<file path="config.mk">
export PLATFORM = sky130hd
export DESIGN_NAME = uart_ctl
export DESIGN_NICKNAME = d
export VERILOG_FILES = /design/src/logic/uart_pkg.sv /design/src/logic/uart_ser.sv /design/src/logic/uart_des.sv /design/src/logic/uart_regs.sv /design/src/logic/uart_ctl.sv
export VERILOG_INCLUDE_DIRS = /design/src /design/src/include
export SDC_FILE = /design/constraint.sdc
export NUM_CORES = 1
export LEC_CHECK = 0
export ABC_CLOCK_PERIOD_IN_PS = 3700
export BUFFER_PORTS_ARGS = -buffer_cell sky130_fd_sc_hd__buf_4
export CORE_ASPECT_RATIO = 1.5
export CORE_MARGIN = 4
export CORE_UTILIZATION = 58
export DETAILED_ROUTE_END_ITERATION = 12
export GPL_TIMING_DRIVEN = 0
export PLACE_DENSITY = 0.77
export SETUP_SLACK_MARGIN = 0.2
export SYNTH_ARGS = -nofsm -noshare
export SYNTH_HDL_FRONTEND = slang
export SYNTH_SLANG_ARGS = --single-unit
</file>
<file path="constraint.sdc">
create_clock -name clk -period 3.7 [get_ports clk]
set_clock_uncertainty 0.15 [all_clocks]
set_input_delay 0.37 -clock clk [delete_from_list [all_inputs] [get_ports clk]]
set_output_delay 0.37 -clock clk [all_outputs]
set_load 0.1 [all_outputs]
</file>
<file path="src/include/uart_macros.svh">
/* widths, register map and reset baud divisor for the UART controller */

`ifndef UART_MACROS_SVH
`define UART_MACROS_SVH

////////////////////////////////////////
// widths
////////////////////////////////////////

// data bits per frame
`define UART_DW 8
// baud counter width
`define UART_CW 16
// bus address and data widths
`define UART_AW 2
`define UART_BW 16

////////////////////////////////////////
// register map
////////////////////////////////////////

`define UART_ADR_CFG 2'd0
`define UART_ADR_DAT 2'd1
`define UART_ADR_STS 2'd2

// divisor after reset, bit time is divisor+1 clocks
`define UART_BDR_RST 16'd86

`endif

</file>
<file path="src/logic/uart_pkg.sv">
/* bus request/response structs, write word union,
   receive byte and status word types */

`include "uart_macros.svh"

package uart_pkg;

  ////////////////////////////////////////
  // write word views
  ////////////////////////////////////////

  // data view, byte in the low bits
  typedef struct packed {
    logic [`UART_BW-`UART_DW-1:0] rsv;
    logic [`UART_DW-1:0]          dat;
  } word_dat_t;

  // one bus word, decoded by address
  typedef union packed {
    // whole word as baud divisor
    logic [`UART_BW-1:0] cfg_bdr;
    // byte for the transmitter
    word_dat_t           dat;
  } word_u;

  ////////////////////////////////////////
  // bus
  ////////////////////////////////////////

  typedef struct packed {
    logic                vld;
    logic                wen;
    logic [`UART_AW-1:0] adr;
    word_u               wdt;
  } bus_req_t;

  // fixed one cycle reply to reads
  typedef struct packed {
    logic                vld;
    logic [`UART_BW-1:0] rdt;
  } bus_rsp_t;

  ////////////////////////////////////////
  // receive path and status
  ////////////////////////////////////////

  // vld is a single cycle pulse, frm marks a bad stop bit
  typedef struct packed {
    logic                vld;
    logic [`UART_DW-1:0] dat;
    logic                frm;
  } rx_byte_t;

  // last member lands on bit 0
  typedef struct packed {
    logic [`UART_BW-5:0] rsv;
    logic                rx_ovr;
    logic                rx_frm;
    logic                rx_vld;
    logic                tx_rdy;
  } sts_t;

endpackage

</file>
<file path="src/logic/uart_ser.sv">
/* transmit serializer, start/data/stop framing of accepted bytes on txd */

`timescale 1ns/1ps

`include "uart_macros.svh"

module uart_ser (
  input  logic                clk,
  input  logic                rst,
  // baud divisor
  input  logic [`UART_CW-1:0] cfg_bdr,
  // byte stream in
  input  logic                str_vld,
  input  logic [`UART_DW-1:0] str_dat,
  output logic                str_rdy,
  // serial out
  output logic                txd
);

  // start + data + stop
  localparam int unsigned FW  = `UART_DW + 2;
  localparam int unsigned BCW = $clog2(FW + 1);

  logic                str_trn;
  logic [`UART_CW-1:0] bdr_lat;
  logic [`UART_CW-1:0] bdr_cnt;
  logic                bdr_end;
  logic [BCW-1:0]      bit_cnt;
  logic [FW-1:0]       shf_dat;

  ////////////////////////////////////////
  // stream handshake
  ////////////////////////////////////////

  assign str_trn = str_vld & str_rdy;
  // idle once every bit has gone out
  assign str_rdy = (bit_cnt == '0);

  ////////////////////////////////////////
  // baud timing
  ////////////////////////////////////////

  // divisor held for the whole frame
  always_ff @(posedge clk) begin
    if (str_trn) begin
      bdr_lat <= cfg_bdr;
    end
  end

  assign bdr_end = (bdr_cnt == bdr_lat);

  // counts 0..divisor per bit, parked at 0 while idle
  always_ff @(posedge clk or posedge rst) begin
    if (rst) begin
      bdr_cnt <= '0;
    end else if (str_trn) begin
      bdr_cnt <= '0;
    end else if (!str_rdy) begin
      if (bdr_end) begin
        bdr_cnt <= '0;
      end else begin
        bdr_cnt <= bdr_cnt + 1'b1;
      end
    end
  end

  // bits left in the frame
  always_ff @(posedge clk or posedge rst) begin
    if (rst) begin
      bit_cnt <= '0;
    end else if (str_trn) begin
      bit_cnt <= BCW'(FW);
    end else if (!str_rdy && bdr_end) begin
      bit_cnt <= bit_cnt - 1'b1;
    end
  end

  ////////////////////////////////////////
  // shifter
  ////////////////////////////////////////

  // lsb first, ones shifted in keep the line at stop level
  always_ff @(posedge clk or posedge rst) begin
    if (rst) begin
      shf_dat <= '1;
    end else if (str_trn) begin
      shf_dat <= {1'b1, str_dat, 1'b0};
    end else if (!str_rdy && bdr_end) begin
      shf_dat <= {1'b1, shf_dat[FW-1:1]};
    end
  end

  assign txd = shf_dat[0];

  // start bit on the line the cycle after a transfer, busy from then on
  a_trn_start: assert property (@(posedge clk) disable iff (rst)
    str_trn |=> (!txd && !str_rdy));

  // no frame in flight means an idle high line
  a_idle_high: assert property (@(posedge clk) disable iff (rst)
    str_rdy |-> txd);

endmodule

</file>
<file path="src/logic/uart_des.sv">
/* receive deserializer, rxd sync, start detect, mid-bit sampling
   and framing check */

`timescale 1ns/1ps

`include "uart_macros.svh"

module uart_des (
  input  logic                clk,
  input  logic                rst,
  // baud divisor
  input  logic [`UART_CW-1:0] cfg_bdr,
  // serial in
  input  logic                rxd,
  // received byte
  output uart_pkg::rx_byte_t  rx_byte
);

  localparam int unsigned BCW = $clog2(`UART_DW);

  typedef enum logic [1:0] {
    ST_IDLE,
    ST_START,
    ST_DATA,
    ST_STOP
  } state_t;

  state_t              state;
  logic                rxd_m;
  logic                rxd_s;
  logic                rxd_d;
  logic                rxd_fall;
  logic [`UART_CW-1:0] bdr_lat;
  logic [`UART_CW-1:0] bdr_cnt;
  logic                bdr_end;
  logic                bdr_half;
  logic [BCW-1:0]      bit_cnt;
  logic [`UART_DW-1:0] shf_dat;
  logic                stp_smp;
  logic                out_vld;
  logic [`UART_DW-1:0] out_dat;
  logic                out_frm;

  ////////////////////////////////////////
  // line sync and edge
  ////////////////////////////////////////

  // two flop sync, third flop for edge detect
  always_ff @(posedge clk or posedge rst) begin
    if (rst) begin
      rxd_m <= 1'b1;
      rxd_s <= 1'b1;
      rxd_d <= 1'b1;
    end else begin
      rxd_m <= rxd;
      rxd_s <= rxd_m;
      rxd_d <= rxd_s;
    end
  end

  assign rxd_fall = rxd_d & ~rxd_s;

  ////////////////////////////////////////
  // frame FSM
  ////////////////////////////////////////

  // divisor frozen at the start edge
  always_ff @(posedge clk) begin
    if (state == ST_IDLE && rxd_fall) begin
      bdr_lat <= cfg_bdr;
    end
  end

  assign bdr_end  = (bdr_cnt == bdr_lat);
  assign bdr_half = (bdr_cnt == (bdr_lat >> 1));

  always_ff @(posedge clk or posedge rst) begin
    if (rst) begin
      state   <= ST_IDLE;
      bdr_cnt <= '0;
      bit_cnt <= '0;
    end else begin
      case (state)
        ST_IDLE: begin
          if (rxd_fall) begin
            state   <= ST_START;
            bdr_cnt <= '0;
          end
        end
        // recheck at half a bit, a high line was a glitch
        ST_START: begin
          if (bdr_half) begin
            state   <= rxd_s ? ST_IDLE : ST_DATA;
            bdr_cnt <= '0;
            bit_cnt <= '0;
          end else begin
            bdr_cnt <= bdr_cnt + 1'b1;
          end
        end
        // one bit time between samples, mid-bit
        ST_DATA: begin
          if (bdr_end) begin
            bdr_cnt <= '0;
            bit_cnt <= bit_cnt + 1'b1;
            if (bit_cnt == BCW'(`UART_DW - 1)) begin
              state <= ST_STOP;
            end
          end else begin
            bdr_cnt <= bdr_cnt + 1'b1;
          end
        end
        ST_STOP: begin
          if (bdr_end) begin
            state   <= ST_IDLE;
            bdr_cnt <= '0;
          end else begin
            bdr_cnt <= bdr_cnt + 1'b1;
          end
        end
        default: state <= ST_IDLE;
      endcase
    end
  end

  // lsb arrives first, ends up at bit 0
  always_ff @(posedge clk) begin
    if (state == ST_DATA && bdr_end) begin
      shf_dat <= {rxd_s, shf_dat[`UART_DW-1:1]};
    end
  end

  ////////////////////////////////////////
  // byte out
  ////////////////////////////////////////

  // middle of the stop bit
  assign stp_smp = (state == ST_STOP) && bdr_end;

  always_ff @(posedge clk or posedge rst) begin
    if (rst) begin
      out_vld <= 1'b0;
    end else begin
      out_vld <= stp_smp;
    end
  end

  always_ff @(posedge clk) begin
    if (stp_smp) begin
      out_dat <= shf_dat;
      out_frm <= ~rxd_s;
    end
  end

  assign rx_byte = '{vld: out_vld, dat: out_dat, frm: out_frm};

  // at most one byte per frame
  a_vld_pulse: assert property (@(posedge clk) disable iff (rst)
    rx_byte.vld |=> !rx_byte.vld);

endmodule

</file>
<file path="src/logic/uart_regs.sv">
/* register block, bus decode, divisor and receive registers,
   status and read response */

`timescale 1ns/1ps

`include "uart_macros.svh"

module uart_regs (
  input  logic                clk,
  input  logic                rst,
  // register bus
  input  uart_pkg::bus_req_t  req,
  output logic                bus_rdy,
  output uart_pkg::bus_rsp_t  rsp,
  // configuration
  output logic [`UART_CW-1:0] cfg_bdr,
  // to serializer
  output logic                tx_vld,
  output logic [`UART_DW-1:0] tx_dat,
  input  logic                tx_rdy,
  // from deserializer
  input  uart_pkg::rx_byte_t  rx_byte
);

  logic                is_cfg;
  logic                is_dat;
  logic                is_sts;
  logic                dat_wr;
  logic                trn;
  logic                wr_trn;
  logic                rd_trn;
  logic                rd_dat;
  logic                rd_sts;
  logic [`UART_DW-1:0] rx_dat;
  logic                rx_vld;
  logic                rx_frm;
  logic                rx_ovr;
  uart_pkg::sts_t      sts;
  logic [`UART_BW-1:0] rdt_mux;
  logic                rsp_vld;
  logic [`UART_BW-1:0] rsp_rdt;

  ////////////////////////////////////////
  // request decode
  ////////////////////////////////////////

  assign is_cfg = (req.adr == `UART_ADR_CFG);
  assign is_dat = (req.adr == `UART_ADR_DAT);
  assign is_sts = (req.adr == `UART_ADR_STS);

  // byte write, passed straight on to the serializer
  assign dat_wr = req.vld & req.wen & is_dat;
  assign tx_vld = dat_wr;
  assign tx_dat = req.wdt.dat.dat;

  // stall only a byte write while a frame is going out
  assign bus_rdy = ~dat_wr | tx_rdy;

  assign trn    = req.vld & bus_rdy;
  assign wr_trn = trn & req.wen;
  assign rd_trn = trn & ~req.wen;
  assign rd_dat = rd_trn & is_dat;
  assign rd_sts = rd_trn & is_sts;

  ////////////////////////////////////////
  // registers
  ////////////////////////////////////////

  // divisor, word read through the cfg view
  always_ff @(posedge clk or posedge rst) begin
    if (rst) begin
      cfg_bdr <= `UART_BDR_RST;
    end else if (wr_trn && is_cfg) begin
      cfg_bdr <= req.wdt.cfg_bdr[`UART_CW-1:0];
    end
  end

  always_ff @(posedge clk) begin
    if (rx_byte.vld) begin
      rx_dat <= rx_byte.dat;
    end
  end

  // new byte beats a clear on the same cycle
  always_ff @(posedge clk or posedge rst) begin
    if (rst) begin
      rx_vld <= 1'b0;
      rx_ovr <= 1'b0;
      rx_frm <= 1'b0;
    end else begin
      if (rx_byte.vld) begin
        rx_vld <= 1'b1;
        // unread byte lost, unless it is being read right now
        rx_ovr <= (rx_vld | rx_ovr) & ~rd_dat;
      end else if (rd_dat) begin
        rx_vld <= 1'b0;
        rx_ovr <= 1'b0;
      end
      if (rx_byte.vld) begin
        rx_frm <= rx_byte.frm;
      end else if (rd_sts) begin
        rx_frm <= 1'b0;
      end
    end
  end

  ////////////////////////////////////////
  // read data and response
  ////////////////////////////////////////

  always_comb begin
    sts        = '0;
    sts.tx_rdy = tx_rdy;
    sts.rx_vld = rx_vld;
    sts.rx_frm = rx_frm;
    sts.rx_ovr = rx_ovr;
  end

  // address 3 reads as zero
  always_comb begin
    case (req.adr)
      `UART_ADR_CFG: rdt_mux = `UART_BW'(cfg_bdr);
      `UART_ADR_DAT: rdt_mux = `UART_BW'(rx_dat);
      `UART_ADR_STS: rdt_mux = sts;
      default:       rdt_mux = '0;
    endcase
  end

  always_ff @(posedge clk or posedge rst) begin
    if (rst) begin
      rsp_vld <= 1'b0;
    end else begin
      rsp_vld <= rd_trn;
    end
  end

  always_ff @(posedge clk) begin
    if (rd_trn) begin
      rsp_rdt <= rdt_mux;
    end
  end

  assign rsp = '{vld: rsp_vld, rdt: rsp_rdt};

  // reply exactly one cycle after each read handshake on the bus ports
  a_rsp_follow: assert property (@(posedge clk) disable iff (rst)
    1'b1 |=> (rsp.vld == $past(req.vld && !req.wen && bus_rdy)));

  // an accepted byte makes the serializer busy
  a_tx_busy: assert property (@(posedge clk) disable iff (rst)
    (tx_vld && tx_rdy) |=> !tx_rdy);

endmodule

</file>
<file path="src/logic/uart_ctl.sv">
/* UART controller top, register block with serializer and deserializer */

`timescale 1ns/1ps

`include "uart_macros.svh"

module uart_ctl (
  input  logic               clk,
  input  logic               rst,
  // register bus
  input  uart_pkg::bus_req_t req,
  output logic               bus_rdy,
  output uart_pkg::bus_rsp_t rsp,
  // serial lines
  output logic               txd,
  input  logic               rxd
);

  // shared divisor
  logic [`UART_CW-1:0] cfg_bdr;
  // transmit byte stream
  logic                tx_vld;
  logic [`UART_DW-1:0] tx_dat;
  logic                tx_rdy;
  // receive byte
  uart_pkg::rx_byte_t  rx_byte;

  ////////////////////////////////////////
  // registers
  ////////////////////////////////////////

  uart_regs regs_i (
    .clk     (clk),
    .rst     (rst),
    .req     (req),
    .bus_rdy (bus_rdy),
    .rsp     (rsp),
    .cfg_bdr (cfg_bdr),
    .tx_vld  (tx_vld),
    .tx_dat  (tx_dat),
    .tx_rdy  (tx_rdy),
    .rx_byte (rx_byte)
  );

  ////////////////////////////////////////
  // serial paths
  ////////////////////////////////////////

  uart_ser ser_i (
    .clk     (clk),
    .rst     (rst),
    .cfg_bdr (cfg_bdr),
    .str_vld (tx_vld),
    .str_dat (tx_dat),
    .str_rdy (tx_rdy),
    .txd     (txd)
  );

  uart_des des_i (
    .clk     (clk),
    .rst     (rst),
    .cfg_bdr (cfg_bdr),
    .rxd     (rxd),
    .rx_byte (rx_byte)
  );

endmodule

</file>
==> impl_metrics.yaml <==
synth:
  ys_ff_latch: 147
  synth_mux_area_share_pct: 4.257
  seq_area_frac_synth_pct: 61.73
  synthSimpleGateAreaFrac_pct: 12.35
  ys_async_sr_fraction_pct: 50.34
  yosys_warnings: 0
  synth_fa_ha_area_share_pct: 1.900
  synthCells: 519
  synth-main-ff-cell: "edfxtp_1"
  synth_cell_type_count: 53
  synth-compound-area-share_pct: 9.692
  synth-xor-area-share_pct: 6.918
  syn_avg_cell_area_um2: 12.69
  synth_top_family_by_area: "simple AND/OR/NAND/NOR gates"
  syn-num-nets: 552
  syn-cell-area_um2: 6584
  synth_edf_count: 73
clock_tree:
  cts.sinks: 147
  clockRootBuffer: "clkbuf_16"
  cts_buffer_depth: 2
  cts_made_buffers: 17
  cts_resized: 0
  cts_tree: "built"
  cts_max_level: 4
  post_cts_buffers: 0
  path_clk_slew_ps: 60
  clk_latency_ps: 420
  ctsHoldBuffers: 2
sta:
  hold_viol_final: 0
  max_slew.worst_pin.slew_ps: 1311
  min_period_over_period_pct: 76.43
  fin_crit_ps: 2828
  tns_ps: 0
  fin_ws_ps: 872.2
  rsz0062_at_grt: "false"
  hold_slack_ps: 36.41
  max-slew-margin-rel_pct: 12.25
  max_freq_mhz: 353.6
  slew_violations: 0
  setup_viol: 0
worst_setup_path:
  start_kind: "register"
  critical_path_class: "register to register"
  crit_fanout: 16
  crit_arrival_ps: 2700
  endpoint_kind: "register"
  worst_ep_required_time_ps: 3570
layout:
  nFillCells: 786
  nets: 615
  insertedDiodeCount: 0
  syn2layout_area_growth_pct: 17.08
  layout-drive-gt1-share_pct: 22.02
  utilization_pct: 69.73
placement:
  place_hpwl_um: 10080
  routabilityCongestion: 0.8506
  dpl_worst_slack_ps: 958.0
  port_buffers: 41
power_and_ir_drop:
  p_per_area_nw_per_um2: 572.2
  p_leak_nw: 3.254
  max-vdd-ir-drop_v: 0.0003756
  power_w: 0.004411
route:
  drtIter0Drc: 250
  routed.top_layer: "met4"
  wl_met1_um: 5785
  post_drt_via_cell_ratio: 5.922
  first_pass_iters: 5
  final_antenna_net_count: 0
  wire_per_inst_um: 19.42
  wl_met3_um: 706
  wl_met2_um: 7339
  wirelength_um: 14410
  route.vias.total: 4394
  drc_errors: 0
floorplanning:
  die_w_um: 94.99
  core_um2: 11060
  dieArea_um2: 13150
  start_util_pct: 59.55
  ioPinCount: 42
  die_y_um: 138.5
  fp-row-count: 47
global_route:
  grt_start_max_net_pins: 39
  grt.overflow.total: 0
  grt_pass1_wl_um: 23510
  antenna_found_initial: 0
  grt_usage_pct: 23.76
  grt_pass1_vias: 4494
run_status:
  status: "complete, no violations"
job:
  cap_violations: 0
min_path:
  hp-class: "input port to register"
## sequential cells by signal, summed over array words and instances (netlist names), 3 cells and up, named ones only
signal and cells:
des_i.shf_dat 8, des_i.out_dat 8, ser_i.shf_dat 9, ser_i.bdr_lat 16, ser_i.bit_cnt 4, regs_i.rx_dat 8, ser_i.bdr_cnt 16, des_i.bit_cnt 3
regs_i.rsp_rdt 16, regs_i.cfg_bdr 16, des_i.bdr_cnt 16, des_i.bdr_lat 16
## worst max-delay path, cell delays in order (launching register included)
cell and delay [ps]:
dfrtp_1 410, inv_1 140, ha_1 340, inv_1 100, clkbuf_1 240, nor2_1 1050
## cell usage in the layout, fill, tap and decap left out, types with 7 or more instances in the layout
cell type / instances
a22o_1: 8
and3_1: 16
buf_4: 43
dfrtp_1: 58
clkbuf_1: 8
xnor2_1: 17
mux2_2: 16
edfxtp_1: 73
dfstp_2: 16
inv_1: 15
nand2_1: 35
clkbuf_16: 17
a31oi_1: 17
or3_1: 7
xor2_1: 35
nand4_1: 9
nor4_1: 10
mux2i_1: 10
o22ai_1: 7
ha_1: 10
nor2_1: 24
and2_1: 10
o21ai_0: 21
a21oi_1: 17
nand3_1: 14
## where the power goes
part	internal (W)	switching [W]	total (W)	leakage, nW
Combinational	0.000267	0.000471	0.000738	1.41
Clock	0.000959	0.000739	0.00170	0.284
Sequential	0.00185	0.000123	0.00198	1.56
## layer usage
metal	vias to the layer above	track usage, %
li1	2038	-
met1	2135	30.55
met2	176	37.84
met3	45	4.783
met4	0	12.17
met5	-	0
## synthesized netlist by cell type (2+ instances only)
master,n,area (um2)
a21oi_1,17,85.08
xnor2_1,17,148.9
buf_2,6,30.03
dfrtp_1,58,1451
and2_1,10,62.56
mux2_2,16,180.2
xor2_1,35,306.5
buf_6,6,67.56
o21ai_0,21,105.1
ha_1,10,125.1
nand3_1,14,70.07
nor3_1,5,25.02
and3_1,16,100.1
nor3b_1,3,22.52
a31oi_1,17,106.4
a211o_1,3,26.28
or3_1,7,43.79
nand4_1,9,56.30
inv_1,16,60.06
nand2b_1,2,12.51
nand2_1,35,131.4
o211ai_1,3,22.52
mux2i_1,10,100.1
clkbuf_1,8,30.03
o22ai_1,7,43.79
nor2b_1,3,18.77
and4_1,4,35.03
edfxtp_1,73,2192
dfstp_2,16,420.4
o2bb2ai_1,3,26.28
buf_4,2,15.01
nor4_2,2,25.02
a21o_1,6,45.04
nor2_1,24,90.09
a22o_1,8,70.07
nor4_1,10,62.56
## path summary, 6_finish.rpt
kind | start | to | slack, ps | depth (start not counted)
min reg2reg | des_i.rxd_m | des_i.rxd_s | 210 | 0
max reg2reg | des_i.state[0] | des_i.bdr_lat[11] | 870 | 5
min | req[15] | regs_i.cfg_bdr[15] | 40 | 2
min in group asynchronous | rst | ser_i.bdr_cnt[4] | 380 | 3
max | des_i.state[0] | des_i.bdr_lat[11] | 870 | 5
max in group asynchronous | rst | des_i.rxd_d | 2380 | 4
## final cells by class
cell class | count | area, um2 | share of cell area (%)
Buffer | 23 | 147.6 | 1.915
Timing Repair Buffer | 44 | 347.8 | 4.512
Tap cell | 147 | 183.9 | 2.386
Clock buffer | 17 | 425.4 | 5.519
Multi-Input combinational cell | 333 | 2315 | 30.03
Sequential cell | 147 | 4064 | 52.72
Inverter | 16 | 62.56 | 0.8116
Clock inverter | 15 | 162.7 | 2.110
## per-stage QoR
step	instance area, um2	cells
global placement	7076	707
finish	7709	742
global route	7709	742
CTS	7709	742
detailed placement	7101	708
floorplan	6584	519
## cell families (layout without fill, tap and decap cells)
family / Yosys count / in the layout
muxes: 26 / 26
AOI/OAI and AO/OA: 95 / 95
DFF: 147 / 147
xor gates and xnor gates: 52 / 52
buffers and inverters: 39 / 115
adders and majority gates: 10 / 10
and+or+nand+nor: 150 / 150
Note: power is estimated with default switching activity, not from simulation.
